`src/logic/rv_isa_pkg.sv`:
```
package rv_isa_pkg;

  // rv32 integer widths
  localparam int xlen = 32;
  localparam int reg_addr_w = 5;
  localparam int opcode_w = 7;

  // one register or one instruction word
  typedef logic [xlen-1:0] word_t;
  typedef logic [reg_addr_w-1:0] reg_addr_t;

  // major opcodes handled by this core
  // op_other is the catch-all, decodes as a no-op
  typedef enum logic [opcode_w-1:0] {
    op_lui     = 7'b0110111,
    op_auipc   = 7'b0010111,
    op_reg_imm = 7'b0010011,
    op_reg_reg = 7'b0110011,
    op_system  = 7'b1110011,
    op_other   = 7'b0000000
  } opcode_e;

  // alu funct3, shared by reg-imm and reg-reg groups
  typedef enum logic [2:0] {
    f3_add_sub = 3'b000,
    f3_sll     = 3'b001,
    f3_slt     = 3'b010,
    f3_sltu    = 3'b011,
    f3_xor     = 3'b100,
    f3_srl_sra = 3'b101,
    f3_or      = 3'b110,
    f3_and     = 3'b111
  } funct3_e;

  // funct7 picking sub and sra, the base encodings use zero
  localparam logic [6:0] funct7_alt = 7'b0100000;

  // field lsb positions in the instruction word
  localparam int rd_lsb = 7;
  localparam int funct3_lsb = 12;
  localparam int rs1_lsb = 15;
  localparam int rs2_lsb = 20;
  localparam int funct7_lsb = 25;
  // I immediate is insn[31:20], U immediate is insn[31:12]
  localparam int imm_i_lsb = 20;
  localparam int imm_u_lsb = 12;
  // shifts only look at the low bits of operand b
  localparam int shamt_w = 5;

endpackage

```
`src/logic/pipe_pkg.sv`:
```
package pipe_pkg;
  import rv_isa_pkg::*;

  // alu functions, pass_b feeds lui straight through
  typedef enum logic [3:0] {
    alu_add,
    alu_sub,
    alu_sll,
    alu_slt,
    alu_sltu,
    alu_xor,
    alu_srl,
    alu_sra,
    alu_or,
    alu_and,
    alu_pass_b
  } alu_op_e;

  // writeback status, no stall reasons in this core
  typedef enum logic [1:0] {
    st_reset,
    st_valid,
    st_halted
  } cycle_status_e;

  // fetch to decode
  typedef struct packed {
    logic  valid;
    word_t pc;
    word_t insn;
  } fetched_t;

  // decode to execute
  typedef struct packed {
    logic      valid;
    word_t     pc;
    word_t     insn;
    reg_addr_t rd;
    reg_addr_t rs1;
    reg_addr_t rs2;
    word_t     rs1_data;
    word_t     rs2_data;
    word_t     imm;
    alu_op_e   alu_op;
    // operand b from imm, operand a from pc
    logic      use_imm;
    logic      use_pc;
    logic      we;
    logic      ecall;
  } decoded_t;

  // execute to writeback, also the forwarding source
  typedef struct packed {
    logic      valid;
    word_t     pc;
    word_t     insn;
    reg_addr_t rd;
    word_t     data;
    logic      we;
    logic      ecall;
  } result_t;

  // retired instruction as seen at the top
  typedef struct packed {
    word_t     pc;
    word_t     insn;
    reg_addr_t rd;
    word_t     data;
    logic      we;
  } trace_t;

endpackage

```
`src/logic/fetch_stage.sv`:
```
`timescale 1ns/100ps

module fetch_stage
  import rv_isa_pkg::*, pipe_pkg::*;
#(
  parameter word_t RESET_PC = '0
) (
  input  logic     clk,
  input  logic     rst,
  output word_t    pc_to_imem,
  input  word_t    insn,
  output fetched_t fetched
);

  word_t pc;

  // imem answers combinationally for the current pc
  assign pc_to_imem = pc;

  always_ff @(posedge clk) begin
    if (rst) begin
      pc <= RESET_PC;
      fetched.valid <= 1'b0;
    end else begin
      // straight-line fetch with no redirects
      pc <= pc + word_t'(4);
      fetched <= '{valid: 1'b1, pc: pc, insn: insn};
    end
  end

  // pc stays word aligned
  assert property (@(posedge clk) disable iff (rst) pc[1:0] == 2'b00);

endmodule

```
`src/logic/decode_stage.sv`:
```
`timescale 1ns/100ps

module decode_stage
  import rv_isa_pkg::*, pipe_pkg::*;
(
  input  logic      clk,
  input  logic      rst,
  input  fetched_t  fetched,
  output reg_addr_t rs1_addr,
  output reg_addr_t rs2_addr,
  input  word_t     rs1_data,
  input  word_t     rs2_data,
  output decoded_t  decoded
);

  word_t      insn;
  opcode_e    opcode;
  funct3_e    funct3;
  logic [6:0] funct7;
  logic       alt;
  word_t      imm_i;
  word_t      imm_u;
  alu_op_e    f3_op;
  decoded_t   dec_d;

  // field extraction
  assign insn = fetched.insn;
  assign opcode = opcode_e'(insn[opcode_w-1:0]);
  assign funct3 = funct3_e'(insn[funct3_lsb +: 3]);
  assign funct7 = insn[funct7_lsb +: 7];
  assign alt = (funct7 == funct7_alt);

  // sign-extended I, upper U
  assign imm_i = {{imm_i_lsb{insn[xlen-1]}}, insn[xlen-1:imm_i_lsb]};
  assign imm_u = {insn[xlen-1:imm_u_lsb], {imm_u_lsb{1'b0}}};

  // register read request, data comes back this cycle
  assign rs1_addr = insn[rs1_lsb +: reg_addr_w];
  assign rs2_addr = insn[rs2_lsb +: reg_addr_w];

  // funct3 to alu function, alt bit only matters for reg-reg add and shifts
  always_comb begin
    f3_op = alu_add;
    case (funct3)
      f3_add_sub: f3_op = alt ? alu_sub : alu_add;
      f3_sll:     f3_op = alu_sll;
      f3_slt:     f3_op = alu_slt;
      f3_sltu:    f3_op = alu_sltu;
      f3_xor:     f3_op = alu_xor;
      f3_srl_sra: f3_op = alt ? alu_sra : alu_srl;
      f3_or:      f3_op = alu_or;
      f3_and:     f3_op = alu_and;
    endcase
  end

  always_comb begin
    dec_d = '0;
    dec_d.valid = fetched.valid;
    dec_d.pc = fetched.pc;
    dec_d.insn = insn;
    dec_d.rd = insn[rd_lsb +: reg_addr_w];
    dec_d.rs1 = rs1_addr;
    dec_d.rs2 = rs2_addr;
    dec_d.rs1_data = rs1_data;
    dec_d.rs2_data = rs2_data;
    dec_d.alu_op = alu_add;
    case (opcode)
      op_lui: begin
        dec_d.imm = imm_u;
        dec_d.alu_op = alu_pass_b;
        dec_d.use_imm = 1'b1;
        dec_d.we = 1'b1;
      end
      op_auipc: begin
        dec_d.imm = imm_u;
        dec_d.use_imm = 1'b1;
        dec_d.use_pc = 1'b1;
        dec_d.we = 1'b1;
      end
      op_reg_imm: begin
        dec_d.imm = imm_i;
        dec_d.use_imm = 1'b1;
        // addi has no subtract form, funct7 is imm bits there
        dec_d.alu_op = (funct3 == f3_add_sub) ? alu_add : f3_op;
        // shift immediates need a clean funct7
        case (funct3)
          f3_sll:     dec_d.we = (funct7 == '0);
          f3_srl_sra: dec_d.we = (funct7 == '0) || alt;
          default:    dec_d.we = 1'b1;
        endcase
      end
      op_reg_reg: begin
        dec_d.alu_op = f3_op;
        dec_d.we = (funct7 == '0) || (alt && (funct3 == f3_add_sub || funct3 == f3_srl_sra));
      end
      op_system: begin
        // only the all-zero form is ecall
        dec_d.ecall = (insn[xlen-1:rd_lsb] == '0);
      end
      default: begin
        // unknown encoding, retires with no write
        dec_d.we = 1'b0;
      end
    endcase
  end

  always_ff @(posedge clk) begin
    if (rst) begin
      decoded.valid <= 1'b0;
    end else begin
      decoded <= dec_d;
    end
  end

endmodule

```
`src/logic/reg_file.sv`:
```
`timescale 1ns/100ps

module reg_file
  import rv_isa_pkg::*;
(
  input  logic      clk,
  input  logic      rst,
  input  reg_addr_t rs1_addr,
  input  reg_addr_t rs2_addr,
  output word_t     rs1_data,
  output word_t     rs2_data,
  input  reg_addr_t wr_addr,
  input  word_t     wr_data,
  input  logic      wr_en
);

  word_t regs [32];

  // x0 reads zero, a same-cycle write shows through to the read
  assign rs1_data = (rs1_addr == '0) ? '0 :
                    (wr_en && (wr_addr == rs1_addr)) ? wr_data : regs[rs1_addr];
  assign rs2_data = (rs2_addr == '0) ? '0 :
                    (wr_en && (wr_addr == rs2_addr)) ? wr_data : regs[rs2_addr];

  always_ff @(posedge clk) begin
    if (rst) begin
      for (int i = 0; i < 32; i++) begin
        regs[i] <= '0;
      end
    end else if (wr_en && (wr_addr != '0)) begin
      // writes to x0 are dropped
      regs[wr_addr] <= wr_data;
    end
  end

  // x0 storage never leaves zero
  assert property (@(posedge clk) disable iff (rst) regs[0] == '0);

endmodule

```
`src/logic/execute_stage.sv`:
```
`timescale 1ns/100ps

module execute_stage
  import rv_isa_pkg::*, pipe_pkg::*;
(
  input  logic     clk,
  input  logic     rst,
  input  decoded_t decoded,
  input  result_t  wb_fwd,
  output result_t  result
);

  logic               fwd_ok;
  word_t              rs1_val;
  word_t              rs2_val;
  word_t              op_a;
  word_t              op_b;
  logic [shamt_w-1:0] shamt;
  word_t              alu_y;

  // bypass from the packet now in writeback, back-to-back case
  // older results already came through the register file
  assign fwd_ok = wb_fwd.valid && wb_fwd.we && (wb_fwd.rd != '0);
  assign rs1_val = (fwd_ok && (wb_fwd.rd == decoded.rs1)) ? wb_fwd.data : decoded.rs1_data;
  assign rs2_val = (fwd_ok && (wb_fwd.rd == decoded.rs2)) ? wb_fwd.data : decoded.rs2_data;

  // operand select
  assign op_a = decoded.use_pc ? decoded.pc : rs1_val;
  assign op_b = decoded.use_imm ? decoded.imm : rs2_val;
  assign shamt = op_b[shamt_w-1:0];

  always_comb begin
    case (decoded.alu_op)
      alu_add:    alu_y = op_a + op_b;
      alu_sub:    alu_y = op_a - op_b;
      alu_sll:    alu_y = op_a << shamt;
      alu_slt:    alu_y = word_t'($signed(op_a) < $signed(op_b));
      alu_sltu:   alu_y = word_t'(op_a < op_b);
      alu_xor:    alu_y = op_a ^ op_b;
      alu_srl:    alu_y = op_a >> shamt;
      alu_sra:    alu_y = word_t'($signed(op_a) >>> shamt);
      alu_or:     alu_y = op_a | op_b;
      alu_and:    alu_y = op_a & op_b;
      alu_pass_b: alu_y = op_b;
      default:    alu_y = '0;
    endcase
  end

  always_ff @(posedge clk) begin
    if (rst) begin
      result.valid <= 1'b0;
    end else begin
      result <= '{
        valid: decoded.valid,
        pc:    decoded.pc,
        insn:  decoded.insn,
        rd:    decoded.rd,
        data:  alu_y,
        we:    decoded.we,
        ecall: decoded.ecall
      };
    end
  end

endmodule

```
`src/logic/writeback_stage.sv`:
```
`timescale 1ns/100ps

module writeback_stage
  import rv_isa_pkg::*, pipe_pkg::*;
(
  input  logic      clk,
  input  logic      rst,
  input  result_t   result,
  output reg_addr_t wr_addr,
  output word_t     wr_data,
  output logic      wr_en,
  output trace_t    trace,
  output logic      trace_valid,
  output logic      halt
);

  cycle_status_e status;
  logic          ecall_q;
  logic          blocked;
  logic          retire;

  assign halt = (status == st_halted);
  // nothing retires behind an ecall
  assign blocked = ecall_q || halt;
  assign retire = result.valid && !blocked;

  // register write lands on the edge that loads the trace
  assign wr_addr = result.rd;
  assign wr_data = result.data;
  assign wr_en = retire && result.we;

  always_ff @(posedge clk) begin
    if (rst) begin
      status <= st_reset;
      ecall_q <= 1'b0;
      trace_valid <= 1'b0;
    end else begin
      trace_valid <= retire;
      ecall_q <= retire && result.ecall;
      // halt follows the ecall strobe and sticks until reset
      if (ecall_q) begin
        status <= st_halted;
      end else if (status == st_reset) begin
        status <= st_valid;
      end
    end
    trace <= '{pc: result.pc, insn: result.insn, rd: result.rd, data: result.data, we: result.we};
  end

  // no strobe once halted
  assert property (@(posedge clk) disable iff (rst) halt |-> !trace_valid);

endmodule

```
`src/logic/rv_pipe_top.sv`:
```
`timescale 1ns/100ps

module rv_pipe_top
  import rv_isa_pkg::*, pipe_pkg::*;
#(
  parameter word_t RESET_PC = '0
) (
  input  logic   clk,
  input  logic   rst,
  output word_t  pc_to_imem,
  input  word_t  insn,
  output trace_t trace,
  output logic   trace_valid,
  output logic   halt
);

  fetched_t  fetched;
  decoded_t  decoded;
  result_t   result;
  reg_addr_t rs1_addr;
  reg_addr_t rs2_addr;
  word_t     rs1_data;
  word_t     rs2_data;
  reg_addr_t wr_addr;
  word_t     wr_data;
  logic      wr_en;

  // input side
  fetch_stage #(
    .RESET_PC(RESET_PC)
  ) fetch0 (
    .clk        (clk),
    .rst        (rst),
    .pc_to_imem (pc_to_imem),
    .insn       (insn),
    .fetched    (fetched)
  );

  decode_stage decode0 (
    .clk      (clk),
    .rst      (rst),
    .fetched  (fetched),
    .rs1_addr (rs1_addr),
    .rs2_addr (rs2_addr),
    .rs1_data (rs1_data),
    .rs2_data (rs2_data),
    .decoded  (decoded)
  );

  reg_file rf0 (
    .clk      (clk),
    .rst      (rst),
    .rs1_addr (rs1_addr),
    .rs2_addr (rs2_addr),
    .rs1_data (rs1_data),
    .rs2_data (rs2_data),
    .wr_addr  (wr_addr),
    .wr_data  (wr_data),
    .wr_en    (wr_en)
  );

  // forwarding source is the packet handed to writeback
  execute_stage execute0 (
    .clk     (clk),
    .rst     (rst),
    .decoded (decoded),
    .wb_fwd  (result),
    .result  (result)
  );

  // output side
  writeback_stage writeback0 (
    .clk         (clk),
    .rst         (rst),
    .result      (result),
    .wr_addr     (wr_addr),
    .wr_data     (wr_data),
    .wr_en       (wr_en),
    .trace       (trace),
    .trace_valid (trace_valid),
    .halt        (halt)
  );

endmodule

```
`config.mk`:
```
export PLATFORM = sky130hd
export DESIGN_NAME = rv_pipe_top
export DESIGN_NICKNAME = d
export VERILOG_FILES = /design/src/logic/rv_isa_pkg.sv /design/src/logic/pipe_pkg.sv /design/src/logic/fetch_stage.sv /design/src/logic/decode_stage.sv /design/src/logic/reg_file.sv /design/src/logic/execute_stage.sv /design/src/logic/writeback_stage.sv /design/src/logic/rv_pipe_top.sv
export SDC_FILE = /design/constraint.sdc
export NUM_CORES = 2
export LEC_CHECK = 0
export BUFFER_PORTS_ARGS = -buffer_cell sky130_fd_sc_hd__buf_4
export CAP_MARGIN = 20
export CORE_AREA = 2 2 356 358
export CTS_CLUSTER_DIAMETER = 200
export CTS_CLUSTER_SIZE = 30
export DETAILED_ROUTE_END_ITERATION = 10
export DIE_AREA = 0 0 358 360
export PLACE_DENSITY = 0.92
export SYNTH_ARGS = -nofsm -noshare
export SYNTH_HDL_FRONTEND = slang
export SYNTH_HIERARCHICAL = 1
export SYNTH_SLANG_ARGS = --single-unit
```
`constraint.sdc`:
```
create_clock -name clk -period 6.5 [get_ports clk]
set_input_delay 1.3 -clock clk [delete_from_list [all_inputs] [get_ports clk]]
set_output_delay 1.3 -clock clk [all_outputs]
set_load 0.01 [all_outputs]
```
; ---- Word-level counts from Yosys, hierarchy flattened
; Memories as Yosys holds them, arrays and structs flattened. A register that Yosys moved wholly into a read port is not among the register bits.
; Cells that the tools add are included.
[op_classes]
n_addsub = 3
n_lt_le_gt_ge = 2
eq_ne = 26
shift = 3
n_mux = 26
n_bitwise = 3
n_reduce_logical = 29
[op_table]
columns = op, count
row1 = one-hot mux 32 bit (11 select lines), 1
row2 = two-way mux 32 bit, 5
row3 = less-than comparator 32 bit, 2
row4 = one-hot mux 32 bit (2 select lines), 1
row5 = "adder 32 x 3 -> 32 bit, second input constant", 1
row6 = adder 32 bit, 1
row7 = AND 32 bit, 1
row8 = OR 32 bit, 1
row9 = one-hot mux 4 bit (8 select lines), 1
row10 = OR reduction 32 bit, 1
row11 = << shifter 32 x 5 -> 32 bit, 1
row12 = right shift 32 x 5 -> 32 bit, 1
row13 = >>> shifter 32 x 5 -> 32 bit, 1
row14 = subtractor 32 bit, 1
row15 = bitwise XOR 32 bit, 1
row16 = zero test 25 bit, 1
row17 = "equality test 7 x 6 -> 1 bit, second input constant", 3
row18 = "equality test 4 x 3 -> 1 bit, second input constant", 4
row19 = "equality test 7 x 5 -> 1 bit, second input constant", 2
row20 = "equality test 3 bit, second input constant", 4
row21 = "equality test 4 bit, second input constant", 3
row22 = one-hot mux 4 bit (3 select lines), 1
row23 = two-way mux 1 bit, 11
row24 = equality test 5 bit, 2
row25 = other kinds (23), 41
[word_totals]
regBits = 427
mem_bits_rw = 1024
inputBits = 34
out_inout_bits = 136
elab_cells = 125
memories = 1
[mem_list]
columns = memory, words, word_bits, rd, rd_clocked_by_memory_dff, write_ports, line
row1 = rf0.regs, 32, 32, 2, 2, 32, reg_file.sv:17  ; word_t regs [32];

; ---- Depth between registers and ports, before layout
[depth]
depth_word = 11
depth_mapped = 24
depth_no_buf = 20

; ---- Hierarchy
; The synthesis kept the hierarchy.
[by_module_without_submodules]
columns = module, instances, cells_each, area_each_um2, seq_area_each_um2
row1 = reg_file, 1, 3740, 54723.7, 30749.5
row2 = execute_stage, 1, 1730, 13237.7, 3113.0
row3 = decode_stage, 1, 280, 5816.8, 5064.9
row4 = fetch_stage, 1, 226, 3265.6, 2482.4
row5 = writeback_stage, 1, 151, 2459.9, 2122.0

; ---- Worst setup path after synthesis
; OpenSTA, ideal clock, no wires.
[synth_path]
path_kind = register to register
startpoint = reg execute0/result[34] (netlist name)
endpoint = reg execute0/result[32] (netlist name)
setup_time_ns = 0.283
arrival_ns = 4.970
required_ns = 6.217
path_slack_ns = 1.246
stages_incl_launch_ff = 23
path_buffers = 4
synth_period_minus_slack_ns = 5.254
cell_sequence = edfxtp_1 > buf_2 > xnor2_1 > o211ai_2 > nor2_1 > buf_2 > buf_1 > mux2i_1 > o21ai_0 > ha_1 > clkbuf_1 > a21oi_1 > nor3_1 > a2111oi_0 > a21oi_1 > a211oi_1 > o211ai_1 > nand2_1 > o22ai_1 > or3_1 > a211o_1 > nand4_1 > o2111ai_1
[synth_via]
elab_chain_len = 7
[synth_rtl]
columns = item, line
row1 = nonzero test 5 bit, execute_stage.sv:23  ; assign fwd_ok = wb_fwd.valid && wb_fwd.we && (wb_fwd.rd != '0);
row2 = logical AND 1 bit, execute_stage.sv:23
row3 = "logical AND 1 bit, on equally long branches", "execute_stage.sv:24, execute_stage.sv:25"
row4 = "two-way mux 32 bit, on equally long branches", "execute_stage.sv:24, execute_stage.sv:25"
row5 = "two-way mux 32 bit, on equally long branches", "execute_stage.sv:28, execute_stage.sv:29"
row6 = subtractor 32 bit (tied with other cells), execute_stage.sv:35  ; alu_sub: alu_y = op_a - op_b;
row7 = one-hot mux 32 bit (11 select lines) (*), execute_stage.sv:33  ; case (decoded.alu_op)
row8 = via execute0.alu_y[30], execute_stage.sv:19  ; word_t alu_y;
; The timed path passes the listed nets; every way through them passes the cells marked *.
; A chain may end at the register's enable or synchronous reset.

; ---- Worst setup path in the final report
[layout_path]
startpoint = reg execute0/result[35] (netlist name)
endpoint = reg execute0/result[27] (netlist name)
[layout_via]
elab_chain_len = 7
[layout_rtl]
columns = item, line
row1 = nonzero test 5 bit, execute_stage.sv:23
row2 = logical AND 1 bit, execute_stage.sv:23
row3 = "logical AND 1 bit, on equally long branches", "execute_stage.sv:24, execute_stage.sv:25"
row4 = "two-way mux 32 bit, on equally long branches", "execute_stage.sv:24, execute_stage.sv:25"
row5 = "two-way mux 32 bit, on equally long branches", "execute_stage.sv:28, execute_stage.sv:29"
row6 = subtractor 32 bit (tied with other cells), execute_stage.sv:35
row7 = one-hot mux 32 bit (11 select lines) (*), execute_stage.sv:33
row8 = via execute0.alu_y[25], execute_stage.sv:19
; Marked as above.

==> impl_metrics.csv <==
group,metric,value,unit
status,status,"complete, no violations",
yosys,yosysTopAreaCell,"edfxtp_1",
drt,routed_via_density,7.632,
floorplanning,placementRows,130,
yosys,synth_area_leaders,"edfxtp_1 (51%), mux4_2 (11%), and2_1 (8.0%)",
drt,drt_wl_total,275900,um
drt,drc_errors,0,
worst_hold_path,hold_class,"register to register",
cts,cts_inserted_buffers,55,
placed_design,gp_congestion,1.098,
finish,drive_gt1_frac,0.1688,
drt,ant_nets,0,
yosys,synth_top_area_share,0.5125,
sta,hold_viol,0,
floorplanning,die-area,128900,um^2
sta,setup_viol,0,
global_route,grt_max_degree,136,
power,ir_worst_vdd,0.2374,mV
job,max_cap_viol_count,0,
placed_design,post_dp_cell_area,82060,um^2
yosys,syn_area,79500,um^2
sta,slew_headroom,0.1105,
critical_path,path_delay_family,"compound AO/OA/AOI/OAI gates",
floorplanning,coreArea,124900,um^2
yosys,synth-async-reset-ratio,0,
drt,wl_per_cell,35.97,um
yosys,synth-xor-area-share,0.005839,
global_route,grt_pass1_wl,392100,um
global_route,grt-ovfl-total,0,
critical_path,cp.required,6.99,ns
yosys,synth_compound_area_frac,0.1013,
yosys,synth-adder-area-share,0.01624,
sta,fmax,0.1654,GHz
drt,dr.pass1.iters,8,
global_route,grt_pass1_vias,55730,
floorplanning,die_h,360,um
floorplanning,die_x,358,um
critical_path,critPathMaxStageDelay,0.59,ns
global_route,antenna_found_initial,26,
critical_path,path_max_fanout,12,
finish,fillerInstances,8393,
sta,period_minus_slack,6.046,ns
finish,fin_nets,6125,
drt,drtIter0Drc,11220,
power,total_power,20.42,mW
cts,clkSinkCount,1496,
sta,setup_tns,0,ns
yosys,synth-seq-cells,1496,
floorplanning,start_util,0.6364,
cts,insertion_delay,0.78,ns
cts,cts_max_path_buffers,3,
cts,post_cts_buffers,0,
sta,drv_slew,0,
floorplanning,io_pins,170,
critical_path,critPathBufInv,4,
critical_path,end_kind,"register",
yosys,muxShareOfSynthArea,0.1612,
critical_path,path_class,"register to register",
critical_path,crit_path_frequent_cell,"a21oi_1",
drt,vias,58540,
power,p_leak,30.80,nW
cts,cts_tree,"built",
yosys,synth_top_flop_cell,"edfxtp_1",
finish,areaGrowthSynthToFinish,5.299,%
yosys,ys_seq_area_frac,0.5475,
cts,root_buffer,"clkbuf_16",
yosys,yosysWarnings,6,
critical_path,critPathArrivalTime,6.53,ns
yosys,synth_top_family_by_area,"multiplexers",
sta,fin_skew,0.06215,ns
cts,htree_levels,2,
critical_path,crit_chain,"xnor2_1, nand4_1, nor2_4, buf_4, buf_4, mux2i_1, nor2_1, a21oi_1, inv_1, ha_1, inv_1, o21bai_1, a21oi_1, and3_1, o21ai_0, o311ai_0, a21oi_1, o21ai_1, a211oi_1, o2111ai_1",
yosys,syn_avg_cell_area,12.98,um^2
placed_design,port_buffers,167,
sta,finalCritPeriodShare,0.9301,
placed_design,place.detailed.hpwl,183400,um
global_route,grt.total_usage,0.4219,
yosys,synth_simple_gate_area_frac,0.1265,
yosys,ys_types,104,
yosys,syn_inst,6127,
critical_path,worstSetupStartpointType,"register",
sta,rsz0062_at_grt,"no",
critical_path,critPathSlowestCell,"edfxtp_1",
cts,clk_pin_slew,0.15,ns
finish,finalInstanceArea,83720,um^2
power,power_density,243.9,nW/um^2
sta,worstMarginPinSlew,1.334,ns
yosys,synth_edf_count,1357,
-- registers in the layout, summed over array words and instances (netlist names) --
name	count
decode0/decoded	169
fetch0/pc_to_imem	30
execute0/result	104
writeback0/ecall_q	1
fetch0/fetched	63
writeback0/trace_valid	1
rf0/regs	1024
writeback0/status	2
writeback0/trace	102
-- placed cells by master (no fill, tap or decap), types with 21 or more instances in the layout --
cell,synthesis,final
o21bai_1,22,22
nor2_1,267,229
nor3_1,40,36
xnor2_1,40,40
a2111oi_0,30,30
nand3_1,60,58
and2_1,1014,1016
ha_1,100,100
dfxtp_1,139,139
a221oi_1,36,36
mux4_2,388,388
a22o_1,56,56
edfxtp_1,1357,1357
a31oi_1,35,35
nor2_2,0,33
a22oi_1,154,154
a21oi_1,238,238
clkbuf_1,386,21
nand4_1,22,22
inv_1,107,104
o221ai_1,62,62
nand2_1,221,220
o211ai_1,44,44
buf_4,92,375
a211oi_1,35,34
mux2i_1,389,389
or2_2,39,39
conb_1,2,36
clkbuf_16,0,57
a21o_1,29,29
o21ai_0,143,142
o22ai_1,68,68
o21ai_1,29,29
-- stage by stage --
stage | hold WS [ns] | setup slack, ns | cells | utilization
floorplan | 0.3233 | 1.246 | 6161 | -
global placement | 0.3245 | 0.5595 | 7577 | 0.6569
detailed placement | 0.3269 | 0.4550 | 7577 | 0.6569
CTS | 0.3244 | 0.4437 | 7657 | 0.6691
global route | 0.3426 | 0.2084 | 7663 | 0.6700
finish | 0.3201 | 0.4543 | 7670 | 0.6702
-- power breakdown --
part | switching (mW) | total [mW] | internal [mW]
registers | 0.318 | 11.3 | 11.0
clock network | 2.87 | 4.51 | 1.64
logic | 3.10 | 4.62 | 1.52
-- worst reg2reg max path, delay by kind of cell, from the launching register on --
kind	cells	cell delay [ns]
flip-flops	1	0.59
buffers and inverters	4	0.87
adder cells (fa/ha/maj)	1	0.53
XOR/XNOR	1	0.29
AO/OA/AOI/OAI	9	2.18
AND/OR/NAND/NOR	4	1.08
multiplexers	1	0.24
-- cells in the mapped netlist, drive strengths merged (61+ instances only) --
master / n
clkbuf: 386
buf: 232
a22oi: 154
o22ai: 68
a21oi: 239
edfxtp: 1357
ha: 100
nand2: 222
inv: 117
nand3: 61
mux4: 388
nor2: 268
o221ai: 62
mux2i: 389
and2: 1018
o21ai: 173
dfxtp: 139
-- kinds of logic after synthesis --
group	Yosys count
AO/OA/AOI/OAI	1144
AND/OR/NAND/NOR	1800
XOR/XNOR	53
flip-flops	1496
multiplexers	793
adder cells (fa/ha/maj)	102
other	2
buffers and inverters	737
-- repair_timing --
| action | in CTS | in global routing |
|---|---|---|
| hold buffers | 0 | 0 |
| endpoints found under the setup margin | 0 | 1 |
| resized for setup | 0 | 1 |
-- routing by layer --
| layer | up-vias | global-route usage | part of all wire |
|---|---|---|---|
| met4 | 32 | 0.2439 | 0.081 |
| li1 | 22790 | - | - |
| met3 | 1423 | 0.1474 | 0.15 |
| met2 | 5820 | 0.6518 | 0.45 |
| met5 | - | 0.002642 | 0.0014 |
| met1 | 28470 | 0.5153 | 0.31 |
-- final cells by class --
cell class | count | area [um^2] | share of cell area
repair buffers | 389 | 3118 | 0.03724
clock buffers | 79 | 1519 | 0.01814
multi-input cells | 3928 | 33010 | 0.3943
well taps | 1650 | 2064 | 0.02466
clock inverters | 1 | 3.754 | 0.00004484
inverters | 119 | 454.2 | 0.005425
diodes | 8 | 20.02 | 0.0002391
flip-flops and latches | 1496 | 43530 | 0.5200
-- worst paths after layout --
kind / start / slack (ns) / to / cells after the start
max: execute0/result[35] / 0.45 / execute0/result[27] / 20
min: execute0/result[87] / 0.32 / writeback0/trace[86] / 0
max reg2reg: execute0/result[35] / 0.45 / execute0/result[27] / 20
min reg2reg: execute0/result[87] / 0.32 / writeback0/trace[86] / 0
Power figures use the tool's default switching activity.
